<file path="src/logic/gpio_cfg_pkg.sv">
`default_nettype none

package gpio_cfg_pkg;

    localparam int PAD_CTRL_BITS = 13;      // Config bits per pad, fixed layout

    // One pad configuration word, MSB field first
    typedef struct packed {
        logic [2:0] dm;                     // Drive mode
        logic       vtrip_sel;              // Input trip point select
        logic       slow_sel;               // Slew rate select
        logic       ana_pol;                // Analog polarity
        logic       ana_sel;                // Analog select
        logic       ana_en;                 // Analog enable
        logic       ib_mode_sel;            // Input buffer mode
        logic       inenb;                  // Input disable
        logic       holdover;               // Hold mode
        logic       outenb;                 // Output disable
        logic       mgmt_ena;               // Bit 0, management owns pad
    } pad_cfg_t;

    // Signals actually driven onto the pad
    typedef struct packed {
        logic out;                          // Pad output level
        logic outenb;                       // Pad output disable
    } pad_drive_t;

    // Pad comes up as a management input
    localparam pad_cfg_t PAD_CFG_RESET = '{
        dm:          3'b001,                // Input only
        vtrip_sel:   1'b0,                  // CMOS trip
        slow_sel:    1'b0,                  // Fast slew
        ana_pol:     1'b0,
        ana_sel:     1'b0,
        ana_en:      1'b0,                  // Digital path
        ib_mode_sel: 1'b0,                  // CMOS input buffer
        inenb:       1'b0,                  // Input enabled
        holdover:    1'b0,
        outenb:      1'b1,                  // Output off
        mgmt_ena:    1'b0
    };

    // Chain sequencer states
    typedef enum logic [1:0] {
        CHAIN_IDLE  = 2'd0,                 // Waiting for a request
        CHAIN_SHIFT = 2'd1,                 // Bits moving down the chain
        CHAIN_LOAD  = 2'd2                  // Load strobe to all pads
    } chain_state_e;

endpackage

`default_nettype wire

</file>
<file path="src/logic/gpio_chain_ctrl.sv">
`timescale 1ns/1ns
`default_nettype none

// Holds one config word per pad and serializes them into the chain
module gpio_chain_ctrl #(
    parameter  int NUM_PADS = 4,                            // Pads on the chain
    localparam int ADDR_W   = (NUM_PADS > 1) ? $clog2(NUM_PADS) : 1
) (
    input  logic                   load_data,               // Clock
    input  logic                   int_reset,               // Async reset, active high
    input  logic                   cfg_we,                  // Register write strobe
    input  logic [ADDR_W-1:0]      cfg_addr,                // Pad index
    input  gpio_cfg_pkg::pad_cfg_t cfg_data,                // Word to store
    input  logic                   xfer_start,              // Transfer request strobe
    output logic                   busy,                    // Transfer in progress
    output logic                   shift_en,                // Shift strobe to chain
    output logic                   load,                    // Load strobe to chain
    output logic                   ser_out                  // Head of the chain
);
    import gpio_cfg_pkg::*;

    localparam int TOTAL_BITS = NUM_PADS * PAD_CTRL_BITS;   // Bits per transfer
    localparam int CNT_W      = $clog2(TOTAL_BITS);

    pad_cfg_t              cfg_regs [NUM_PADS];             // Register file
    logic [TOTAL_BITS-1:0] snap;                            // Snapshot being shifted
    logic [CNT_W-1:0]      bit_cnt;                         // Bits already shifted
    logic                  armed;                           // Snapshot taken, shift next
    chain_state_e          state;
    logic                  start_ok;                        // Request accepted

    // Requests while armed or busy are dropped
    assign start_ok = xfer_start && (state == CHAIN_IDLE) && !armed;

    // Register file, writable at any time
    always_ff @(posedge load_data or posedge int_reset) begin
        if (int_reset) begin
            for (int i = 0; i < NUM_PADS; i++) begin
                cfg_regs[i] <= PAD_CFG_RESET;
            end
        end else if (cfg_we && (int'(cfg_addr) < NUM_PADS)) begin
            cfg_regs[cfg_addr] <= cfg_data;                 // Out of range ignored
        end
    end

    // Snapshot, last pad in the top word so it leaves first
    always_ff @(posedge load_data or posedge int_reset) begin
        if (int_reset) begin
            snap <= '0;
        end else if (start_ok) begin
            for (int i = 0; i < NUM_PADS; i++) begin
                snap[i*PAD_CTRL_BITS +: PAD_CTRL_BITS] <= cfg_regs[i];
            end
        end else if (state == CHAIN_SHIFT) begin
            snap <= {snap[TOTAL_BITS-2:0], 1'b0};           // MSB first
        end
    end

    assign ser_out = snap[TOTAL_BITS-1];

    // Sequencer: arm cycle, TOTAL_BITS shifts, one load
    always_ff @(posedge load_data or posedge int_reset) begin
        if (int_reset) begin
            state   <= CHAIN_IDLE;
            armed   <= 1'b0;
            bit_cnt <= '0;
        end else begin
            armed <= start_ok;                              // One cycle after capture
            case (state)
                CHAIN_IDLE: begin
                    if (armed) begin
                        state   <= CHAIN_SHIFT;
                        bit_cnt <= '0;
                    end
                end
                CHAIN_SHIFT: begin
                    bit_cnt <= bit_cnt + 1'b1;
                    if (bit_cnt == CNT_W'(TOTAL_BITS - 1)) begin
                        state <= CHAIN_LOAD;                // Last bit in place
                    end
                end
                CHAIN_LOAD: begin
                    state <= CHAIN_IDLE;                    // Pads latch at this edge
                end
                default: begin
                    state <= CHAIN_IDLE;
                end
            endcase
        end
    end

    // Strobes decoded from registered state
    assign busy     = (state != CHAIN_IDLE);
    assign shift_en = (state == CHAIN_SHIFT);
    assign load     = (state == CHAIN_LOAD);

endmodule

`default_nettype wire

</file>
<file path="src/logic/gpio_control_block.sv">
`timescale 1ns/1ns
`default_nettype none

// One per pad. Shift stage, latched config word and signal routing
module gpio_control_block (
    input  logic                     load_data,   // Clock
    input  logic                     int_reset,   // Async reset, active high
    input  logic                     shift_en,    // Shift strobe from controller
    input  logic                     load,        // Load strobe from controller
    input  logic                     ser_in,      // From previous stage
    input  logic                     user_out,    // User side to pad
    input  logic                     user_oeb,    // User output disable
    input  logic                     mgmt_out,    // Management side to pad
    input  logic                     pad_in,      // From pad
    output logic                     ser_out,     // To next stage
    output gpio_cfg_pkg::pad_cfg_t   cfg_out,     // Static pad settings
    output gpio_cfg_pkg::pad_drive_t pad_drive,   // Out and outenb to pad
    output logic                     user_in,     // Pad to user side
    output logic                     mgmt_in      // Pad to management side
);
    import gpio_cfg_pkg::*;

    logic [PAD_CTRL_BITS-1:0] shift_reg;          // Serial stage
    pad_cfg_t                 cfg_q;              // Latched config word
    logic                     pull_mode;          // Output drives pull select

    assign ser_out = shift_reg[PAD_CTRL_BITS-1];  // MSB leaves first

    // Shift stage, MSB first
    always_ff @(posedge load_data or posedge int_reset) begin
        if (int_reset) begin
            shift_reg <= '0;
        end else if (shift_en) begin
            shift_reg <= {shift_reg[PAD_CTRL_BITS-2:0], ser_in};
        end
    end

    // Latched config, updated only on load
    always_ff @(posedge load_data or posedge int_reset) begin
        if (int_reset) begin
            cfg_q <= PAD_CFG_RESET;                 // Management input mode
        end else if (load) begin
            cfg_q <= pad_cfg_t'(shift_reg);
        end
    end

    assign cfg_out = cfg_q;                       // Straight to pad cells

    // dm 01x with input enabled selects pull up or down
    assign pull_mode = (cfg_q.dm[2:1] == 2'b01) && !cfg_q.inenb;

    // Pad output level
    always_comb begin
        if (cfg_q.mgmt_ena) begin
            pad_drive.out = mgmt_out;             // Management owns pad
        end else if (pull_mode) begin
            pad_drive.out = ~cfg_q.dm[0];         // Opposite of dm[0] sets pull
        end else begin
            pad_drive.out = user_out;
        end
    end

    // Pad output disable
    always_comb begin
        if (cfg_q.mgmt_ena) begin
            pad_drive.outenb = cfg_q.outenb;      // Fixed by config
        end else if (cfg_q.outenb) begin
            pad_drive.outenb = 1'b1;              // Configured as input
        end else begin
            pad_drive.outenb = user_oeb;          // User controls enable
        end
    end

    // User sees zero while management has the pad
    assign user_in = cfg_q.mgmt_ena ? 1'b0 : pad_in;

    // Management input path, only with input buffer on
    assign mgmt_in = cfg_q.inenb ? 1'b0 : pad_in;

endmodule

`default_nettype wire

</file>
<file path="src/logic/gpio_frame.sv">
`timescale 1ns/1ns
`default_nettype none

// Controller plus daisy chain of per-pad control blocks
module gpio_frame #(
    parameter  int NUM_PADS = 4,                                // Pads in the frame
    localparam int ADDR_W   = (NUM_PADS > 1) ? $clog2(NUM_PADS) : 1
) (
    input  logic                                    load_data,  // Clock
    input  logic                                    int_reset,  // Async reset, active high
    input  logic                                    cfg_we,     // Config write strobe
    input  logic [ADDR_W-1:0]                       cfg_addr,   // Pad index
    input  gpio_cfg_pkg::pad_cfg_t                  cfg_data,   // Word to write
    input  logic                                    xfer_start, // Start chain transfer
    input  logic [NUM_PADS-1:0]                     user_out,   // User side outputs
    input  logic [NUM_PADS-1:0]                     user_oeb,   // User output disables
    input  logic [NUM_PADS-1:0]                     mgmt_out,   // Management outputs
    input  logic [NUM_PADS-1:0]                     pad_in,     // Pad input levels
    output logic                                    busy,       // Transfer running
    output gpio_cfg_pkg::pad_cfg_t   [NUM_PADS-1:0] pad_cfg,    // Static settings per pad
    output gpio_cfg_pkg::pad_drive_t [NUM_PADS-1:0] pad_drive,  // Pad out and outenb
    output logic [NUM_PADS-1:0]                     user_in,    // Pad to user
    output logic [NUM_PADS-1:0]                     mgmt_in     // Pad to management
);

    logic [NUM_PADS:0] chain;       // Serial links, top bit is the chain tail
    logic              shift_en;    // Broadcast shift strobe
    logic              load;        // Broadcast load strobe

    gpio_chain_ctrl #(
        .NUM_PADS   (NUM_PADS)
    ) chain_ctrl_i (
        .load_data  (load_data),
        .int_reset  (int_reset),
        .cfg_we     (cfg_we),
        .cfg_addr   (cfg_addr),
        .cfg_data   (cfg_data),
        .xfer_start (xfer_start),
        .busy       (busy),
        .shift_en   (shift_en),
        .load       (load),
        .ser_out    (chain[0])      // Feeds pad 0
    );

    // Pad i takes chain[i] and passes on chain[i+1]
    for (genvar i = 0; i < NUM_PADS; i++) begin : g_pad
        gpio_control_block ctrl_blk_i (
            .load_data (load_data),
            .int_reset (int_reset),
            .shift_en  (shift_en),
            .load      (load),
            .ser_in    (chain[i]),
            .user_out  (user_out[i]),
            .user_oeb  (user_oeb[i]),
            .mgmt_out  (mgmt_out[i]),
            .pad_in    (pad_in[i]),
            .ser_out   (chain[i+1]),
            .cfg_out   (pad_cfg[i]),
            .pad_drive (pad_drive[i]),
            .user_in   (user_in[i]),
            .mgmt_in   (mgmt_in[i])
        );
    end

endmodule

`default_nettype wire

</file>
<file path="config.mk">
export PLATFORM = sky130hd
export DESIGN_NAME = gpio_frame
export DESIGN_NICKNAME = d
export VERILOG_FILES = /design/src/logic/gpio_cfg_pkg.sv /design/src/logic/gpio_chain_ctrl.sv /design/src/logic/gpio_control_block.sv /design/src/logic/gpio_frame.sv
export SDC_FILE = /design/constraint.sdc
export NUM_CORES = 1
export LEC_CHECK = 0
export ABC_CLOCK_PERIOD_IN_PS = 11300
export BUFFER_PORTS_ARGS = -buffer_cell sky130_fd_sc_hd__buf_2
export CAP_MARGIN = 20
export CORE_MARGIN = 5
export CORE_UTILIZATION = 23
export DETAILED_ROUTE_END_ITERATION = 10
export HOLD_SLACK_MARGIN = 0.12
export PLACE_DENSITY = 0.38
export SETUP_SLACK_MARGIN = 0.5
export SLEW_MARGIN = 10
export SYNTH_ARGS = -nofsm -noshare
export SYNTH_HDL_FRONTEND = slang
export SYNTH_SLANG_ARGS = --single-unit
export TNS_END_PERCENT = 20
</file>
<file path="constraint.sdc">
create_clock -name load_data -period 11.3 [get_ports load_data]
set_clock_uncertainty 0.2 [all_clocks]
set_input_delay 2.825 -clock load_data [delete_from_list [all_inputs] [get_ports load_data]]
set_output_delay 2.825 -clock load_data [all_outputs]
set_load 0.01 [all_outputs]
</file>
==> impl_metrics.sql, run 1 <==
INSERT INTO impl_metrics (metric_group, metric, value, unit) VALUES
('synth', 'synth_seq_area_share', '61.7', '%'),
('synth', 'yosysTopAreaCellShare', '56.9', '%'),
('worst_setup_path', 'worst-endpoint-arrival', '3.44', 'ns'),
('clocking', 'number_of_gates_resized_after_cts', '0', ''),
('finish', 'syn2layout_area_growth', '20.1', '%'),
('finish', 'postLayoutCellArea', '0.0106', 'mm²'),
('clocking', 'hold_buffers', '0', ''),
('worst_setup_path', 'crit_path_max_incr_delay', '0.26', 'ns'),
('place', 'port-buffer-count', '103', ''),
('sta', 'setup_failing_eps_final', '0', ''),
('clocking', 'cts_h_tree_depth', '1', ''),
('synth', 'synth.distinct_cells', '33', ''),
('pwr', 'power.static_leakage', '5.56', 'nW'),
('clocking', 'clk_path_buf_depth', '3', ''),
('detailed_routing', 'drcViolationCount', '0', ''),
('synth', 'synthesis.area_per_instance', '12.7', 'µm²'),
('sta', 'min_period_over_period', '57.2', '%'),
('sta', 'worst-slew-pin-transition', '0.907', 'ns'),
('synth', 'yosys_most_used_dff', 'sky130_fd_sc_hd__dfrtp_1', ''),
('detailed_routing', 'wl_met2', '9080', 'µm'),
('worst_setup_path', 'start_kind', 'primary input', ''),
('worst_setup_path', 'crit_path_frequent_cell', 'sky130_fd_sc_hd__buf_2', ''),
('worst_setup_path', 'cp_cell_sequence', 'buf_2 > nor3b_1 > a221o_1 > buf_2', ''),
('global_routing', 'grt_overflow', '0', ''),
('detailed_routing', 'wl', '20800', 'µm'),
('worst_hold_path', 'hp-class', 'reg2reg', ''),
('synth', 'synth-seq-cells', '217', ''),
('finish', 'finish.net_count', '827', ''),
('finish', 'drive_gt1_share', '34.2', '%'),
('synth', 'ys_async_sr_fraction', '100', '%'),
('floorplanning', 'floorplan.core_area', '0.0378', 'mm²'),
('clocking', 'clkSinkCount', '217', ''),
('clocking', 'clock_pin_slew_reported_for_the_worst_setup_and_hold_paths_after_clock_tree_synthesis', '0.06', 'ns'),
('finish', 'register_area', '0.00545', 'mm²'),
('global_routing', 'grt_first_pass_wirelength', '34100', 'µm'),
('synth', 'synth_top_cells_by_area', 'sky130_fd_sc_hd__dfrtp_1 57%, sky130_fd_sc_hd__mux2_2 13%, sky130_fd_sc_hd__nand2_1 6.9%, sky130_fd_sc_hd__a22o_1 5.3%, sky130_fd_sc_hd__dfstp_2 4.8%', ''),
('global_routing', 'first_global_vias', '6004', ''),
('clocking', 'cts.repair_timing.setup_buffer_count', '0', ''),
('floorplanning', 'ios', '104', ''),
('detailed_routing', 'route.vias.total', '5571', ''),
('place', 'dpl_cell_area', '0.00976', 'mm²'),
('global_routing', 'grt_antenna_before_repair', '6', ''),
('synth', 'synth_edf_count', '0', ''),
('sta', 'grt_setup_unrepaired', 'false', ''),
('floorplanning', 'die_width', '206', 'µm'),
('detailed_routing', 'wire_per_inst', '15.7', 'µm'),
('worst_setup_path', 'worst-endpoint-required', '8.28', 'ns'),
('detailed_routing', 'post_drt_via_cell_ratio', '4.20', ''),
('place', 'gp_routability_congestion', '0.639', ''),
('clocking', 'cts_buffers', '27', ''),
('synth', 'yosysWarnings', '0', ''),
('sta', 'setup_tns', '0', 'ns'),
('detailed_routing', 'met1_length', '9860', 'µm'),
('pwr', 'powerDensity', '219', 'mW/mm²'),
('worst_setup_path', 'setup.worst_path.end_class', 'output pin', ''),
('sta', 'maxSlewHeadroom', '39.4', '%'),
('synth', 'synthesis.area', '0.00884', 'mm²'),
('worst_setup_path', 'timing.critical_path.slowest_stage_cell', 'sky130_fd_sc_hd__a221o_1', ''),
('synth', 'synthesis.nets', '734', ''),
('synth', 'yosysTopAreaCell', 'sky130_fd_sc_hd__dfrtp_1', ''),
('synth', 'post-synth-top-count-cell', 'sky130_fd_sc_hd__dfrtp_1', ''),
('detailed_routing', 'met3WireLength', '1240', 'µm'),
('floorplanning', 'initial_utilization', '23.4', '%'),
('detailed_routing', 'firstDrtPassIters', '4', ''),
('flow_run', 'max_cap_violations', '0', ''),
('detailed_routing', 'route.top_layer_used', 'met5', ''),
('sta', 'final_max_slew_viol_count', '0', ''),
('run_status', 'status', 'finished clean', ''),
('synth', 'netlist_top_cells_count', '201 x sky130_fd_sc_hd__dfrtp_1, 162 x sky130_fd_sc_hd__nand2_1, 101 x sky130_fd_sc_hd__mux2_2', ''),
('synth', 'synth_cells', '698', ''),
('finish', 'number_of_fill_cells', '3946', '');
## per-stage QoR
stage               util (%)  hold WS (ns)  setup WS [ns]  power, mW  cells
floorplan                  -         0.239           2.37       1.40    698
global placement        25.9         0.264           4.84       1.51   1273
detailed placement      25.9         0.266           4.83       1.52   1273
CTS                     28.1         0.277           4.83       2.37   1322
global route            28.1         0.297           4.80       2.48   1322
finish                  28.1         0.272           4.83       2.32   1325
## report_power, final
group / switching, mW / total [mW] / internal [mW]
Combinational: 0.193 / 0.395 / 0.202
Sequential: 0.127 / 1.10 / 0.970
Clock: 0.333 / 0.829 / 0.496
Total: 0.652 / 2.32 / 1.67
## layout by cell type (no fill, tap or decap), types with 4 or more instances in the layout
cell                        Yosys  routed
sky130_fd_sc_hd__a21o_1        55      55
sky130_fd_sc_hd__a221o_1        4       4
sky130_fd_sc_hd__a22o_1        53      53
sky130_fd_sc_hd__buf_2         22     103
sky130_fd_sc_hd__buf_4         10       9
sky130_fd_sc_hd__clkbuf_1       5      10
sky130_fd_sc_hd__clkbuf_16      0      27
sky130_fd_sc_hd__clkbuf_8       0       5
sky130_fd_sc_hd__clkinv_2       0       5
sky130_fd_sc_hd__dfrtp_1      201     201
sky130_fd_sc_hd__dfstp_2       16      16
sky130_fd_sc_hd__inv_1          5       4
sky130_fd_sc_hd__mux2_2       101     101
sky130_fd_sc_hd__nand2_1      162     162
sky130_fd_sc_hd__nor2_1         6       6
sky130_fd_sc_hd__nor2b_1        9       8
sky130_fd_sc_hd__nor3b_1        8       8
## worst max-delay path: cells and delay by family
kind / cells / cell delay (ns)
compound gates: 1 / 0.26
buf+inv: 2 / 0.23
simple gates: 1 / 0.12
## worst paths after layout
| kind | startpoint | end | slack (ns) | cells after the start |
|---|---|---|---|---|
| worst max register to register | chain_ctrl_i.state[0] | chain_ctrl_i.snap[34] | 8.62 | 5 |
| min in group asynchronous | int_reset | g_pad[1].ctrl_blk_i.cfg_out[8] | 2.16 | 2 |
| worst max-delay path | user_out[3] | pad_drive[7] | 4.83 | 4 |
| worst min-delay path | chain_ctrl_i.bit_cnt[5] | chain_ctrl_i.bit_cnt[5] | 0.27 | 1 |
| max in group asynchronous | int_reset | chain_ctrl_i.snap[12] | 7.38 | 3 |
| worst min register to register | chain_ctrl_i.bit_cnt[5] | chain_ctrl_i.bit_cnt[5] | 0.27 | 1 |
## metal layers
metal	global-route usage [%]	vias up
met5	0	-
met4	2.69	6
met1	13.5	2808
met2	15.6	113
met3	2.48	42
li1	-	2602
## kinds of logic after synthesis
group,after synthesis,share of synthesized area (%)
flip-flops,217,61.7
AND/OR/NAND/NOR,204,10.1
AO/OA/AOI/OAI,117,10.7
buffers and inverters,53,3.92
adder cells (fa/ha/maj),1,0.142
multiplexers,106,13.5
## final cells by class
cell class	count	share of cell area (%)
Inverter	5	0.247
Multi-Input combinational cell	428	28.8
Timing Repair Buffer	112	5.49
Sequential cell	217	51.3
Antenna cell	3	0.0707
Clock buffer	42	7.37
Clock inverter	7	0.625
Tap cell	511	6.02
(Power assumes the default switching activity.)
==> run 2, diff against run 1 <==
- ABC_CLOCK_PERIOD_IN_PS: 11300 -> 6400
- clock period: 11.3 -> 6.4 ns (I/O delays scaled with it)
==> run 2 against run 1 <==
Effect of this change:
- sequential cell count did not move
- wire length shrank 0.77%
- hold slack better by 0.0038 ns
- final cell count hardly changed
- design area decreased by 0.27%
- critical path type unchanged
- largest cell class unchanged
- critical path depth did not move
- largest power group unchanged
- register-to-register slack worse by 4.9 ns
- die area unchanged
==> impl_metrics.sql, run 2 (synthesized netlist as in run 1, its figures left out) <==
INSERT INTO impl_metrics (metric_group, metric, value, unit) VALUES
('clocking', 'cts_buffers', '27', ''),
('worst_setup_path', 'cp_cell_sequence', 'buf_2 > nor3b_1 > a221o_1 > buf_2', ''),
('worst_hold_path', 'hp-class', 'reg2reg', ''),
('detailed_routing', 'firstDrtPassIters', '4', ''),
('sta', 'worst-slew-pin-transition', '0.918', 'ns'),
('sta', 'hold_viol_final', '0', ''),
('worst_setup_path', 'setup.worst_path.end_class', 'output pin', ''),
('finish', 'postLayoutCellArea', '0.0106', 'mm²'),
('worst_setup_path', 'worst-endpoint-required', '4.60', 'ns'),
('global_routing', 'grt_first_pass_wirelength', '33600', 'µm'),
('place', 'cell_count_after_placement', '1273', ''),
('clocking', 'cts.repair_timing.setup_buffer_count', '0', ''),
('sta', 'setup_tns', '0', 'ns'),
('detailed_routing', 'drcViolationCount', '0', ''),
('detailed_routing', 'drt-initial-drc-count', '206', ''),
('finish', 'finish.net_count', '827', ''),
('floorplanning', 'count_of_standard_cell_rows', '71', ''),
('worst_setup_path', 'crit_path_frequent_cell', 'sky130_fd_sc_hd__buf_2', ''),
('place', 'port-buffer-count', '103', ''),
('worst_setup_path', 'worst-path-max-fanout', '1', ''),
('worst_setup_path', 'setup.reg_to_reg.worst_slack', '3.69', 'ns'),
('sta', 'final_max_slew_viol_count', '0', ''),
('clocking', 'tritoncts_clock_tree', 'done', ''),
('finish', 'drive_gt1_share', '33.9', '%'),
('sta', 'grt_setup_unrepaired', 'false', ''),
('clocking', 'clkSinkCount', '217', ''),
('worst_setup_path', 'criticalPathCategory', 'in2out', ''),
('place', 'gp_routability_congestion', '0.634', ''),
('clocking', 'clock_latency', '0.54', 'ns'),
('clocking', 'clk_path_buf_depth', '3', ''),
('finish', 'layout_common_cells', '201 x sky130_fd_sc_hd__dfrtp_1, 162 x sky130_fd_sc_hd__nand2_1, 103 x sky130_fd_sc_hd__buf_2, 101 x sky130_fd_sc_hd__mux2_2, 55 x sky130_fd_sc_hd__a21o_1', ''),
('place', 'dpl.hpwl', '12100', 'µm'),
('floorplanning', 'die_width', '206', 'µm'),
('sta', 'maxSlewHeadroom', '38.6', '%'),
('pwr', 'finalPower', '4.03', 'mW'),
('run_status', 'status', 'finished clean', ''),
('place', 'dpl_cell_area', '0.00977', 'mm²'),
('global_routing', 'first_global_vias', '5874', ''),
('sta', 'min_period', '4.02', 'ns'),
('pwr', 'power.static_leakage', '5.54', 'nW'),
('detailed_routing', 'drt.antenna.violating_nets', '0', ''),
('floorplanning', 'chipHeight', '206', 'µm'),
('clocking', 'cts_h_tree_depth', '1', ''),
('finish', 'layout.cells.most_common', 'sky130_fd_sc_hd__dfrtp_1', ''),
('global_routing', 'grt_start_max_net_pins', '123', ''),
('detailed_routing', 'post_drt_via_cell_ratio', '4.21', ''),
('finish', 'syn2layout_area_growth', '19.8', '%'),
('clocking', 'number_of_gates_resized_after_cts', '0', ''),
('detailed_routing', 'route.vias.total', '5577', ''),
('clocking', 'clock_pin_slew_reported_for_the_worst_setup_and_hold_paths_after_clock_tree_synthesis', '0.05', 'ns'),
('flow_run', 'max_cap_violations', '0', ''),
('clocking', 'clockRootBuffer', 'sky130_fd_sc_hd__clkbuf_16', ''),
('detailed_routing', 'wl', '20600', 'µm'),
('detailed_routing', 'wire_per_inst', '15.6', 'µm'),
('worst_setup_path', 'timing.critical_path.slowest_stage_cell', 'sky130_fd_sc_hd__a221o_1', ''),
('worst_setup_path', 'start_kind', 'primary input', ''),
('floorplanning', 'ios', '104', ''),
('sta', 'min_period_over_period', '62.8', '%'),
('global_routing', 'grt_overflow', '0', ''),
('global_routing', 'groute.usage.overall', '9.71', '%'),
('pwr', 'vdd_ir_drop_max', '0.216', 'mV'),
('floorplanning', 'dieArea', '0.0424', 'mm²'),
('clocking', 'hold_buffers', '0', ''),
('worst_setup_path', 'worst-endpoint-arrival', '2.22', 'ns'),
('floorplanning', 'floorplan.core_area', '0.0378', 'mm²'),
('sta', 'setup_failing_eps_final', '0', ''),
('finish', 'finish.utilization', '28.0', '%'),
('pwr', 'powerDensity', '381', 'mW/mm²'),
('finish', 'fin_cells', '1324', ''),
('worst_setup_path', 'crit_path_max_incr_delay', '0.26', 'ns'),
('floorplanning', 'initial_utilization', '23.4', '%'),
('global_routing', 'grt_antenna_before_repair', '5', ''),
('sta', 'fmax', '249', 'MHz');
[run 2: per-stage QoR]
stage          hold slack [ns]  setup slack (ns)
6_report                 0.276              2.38
5_1_grt                  0.298              2.36
4_1_cts                  0.279              2.39
3_5_place_dp             0.267              2.39
3_3_place_gp             0.262              2.39
2_1_floorplan            0.239              1.79
[run 2: cell type report]
cell class              instances  area [µm²]
clock buffers                  43         776
well taps                     511         639
flip-flops and latches        217        5450
fillers                      3914       27200
clock inverters                 6        37.5
inverters                       5        22.5
multi-input cells             428        3060
repair buffers                112         596
diodes                          2        5.00
[run 2: per-layer routing]
metal | up-vias | share of wire [%] | track usage [%]
met2 | 105 | 44 | 15.2
met1 | 2821 | 49 | 13.6
met5 | - | 0.16 | 0
met4 | 6 | 2.1 | 2.33
met3 | 34 | 5.3 | 2.28
li1 | 2611 | - | -
[run 2: final timing paths]
check,startpoint,to,cells after the start
min in group asynchronous,int_reset,g_pad[0].ctrl_blk_i.shift_reg[7],2
max in group asynchronous,int_reset,g_pad[1].ctrl_blk_i.cfg_out[5],3
worst max register to register,chain_ctrl_i.state[0],chain_ctrl_i.bit_cnt[5],5
worst max-delay path,user_out[1],pad_drive[3],4
worst min-delay path,chain_ctrl_i.snap[10],chain_ctrl_i.snap[10],1
worst min register to register,chain_ctrl_i.snap[10],chain_ctrl_i.snap[10],1
[run 2: power breakdown]
part,switching [mW],leakage (nW),total (mW),internal (mW)
combinational,0.341,2.38,0.698,0.357
clock,0.574,0.400,1.40,0.826
sequential,0.221,2.77,1.93,1.71
[run 2: worst max-delay path: cells and delay by family]
family / cells / cell delay, ns
AO/OA/AOI/OAI: 1 / 0.26
buffers and inverters: 2 / 0.23
AND/OR/NAND/NOR: 1 / 0.12
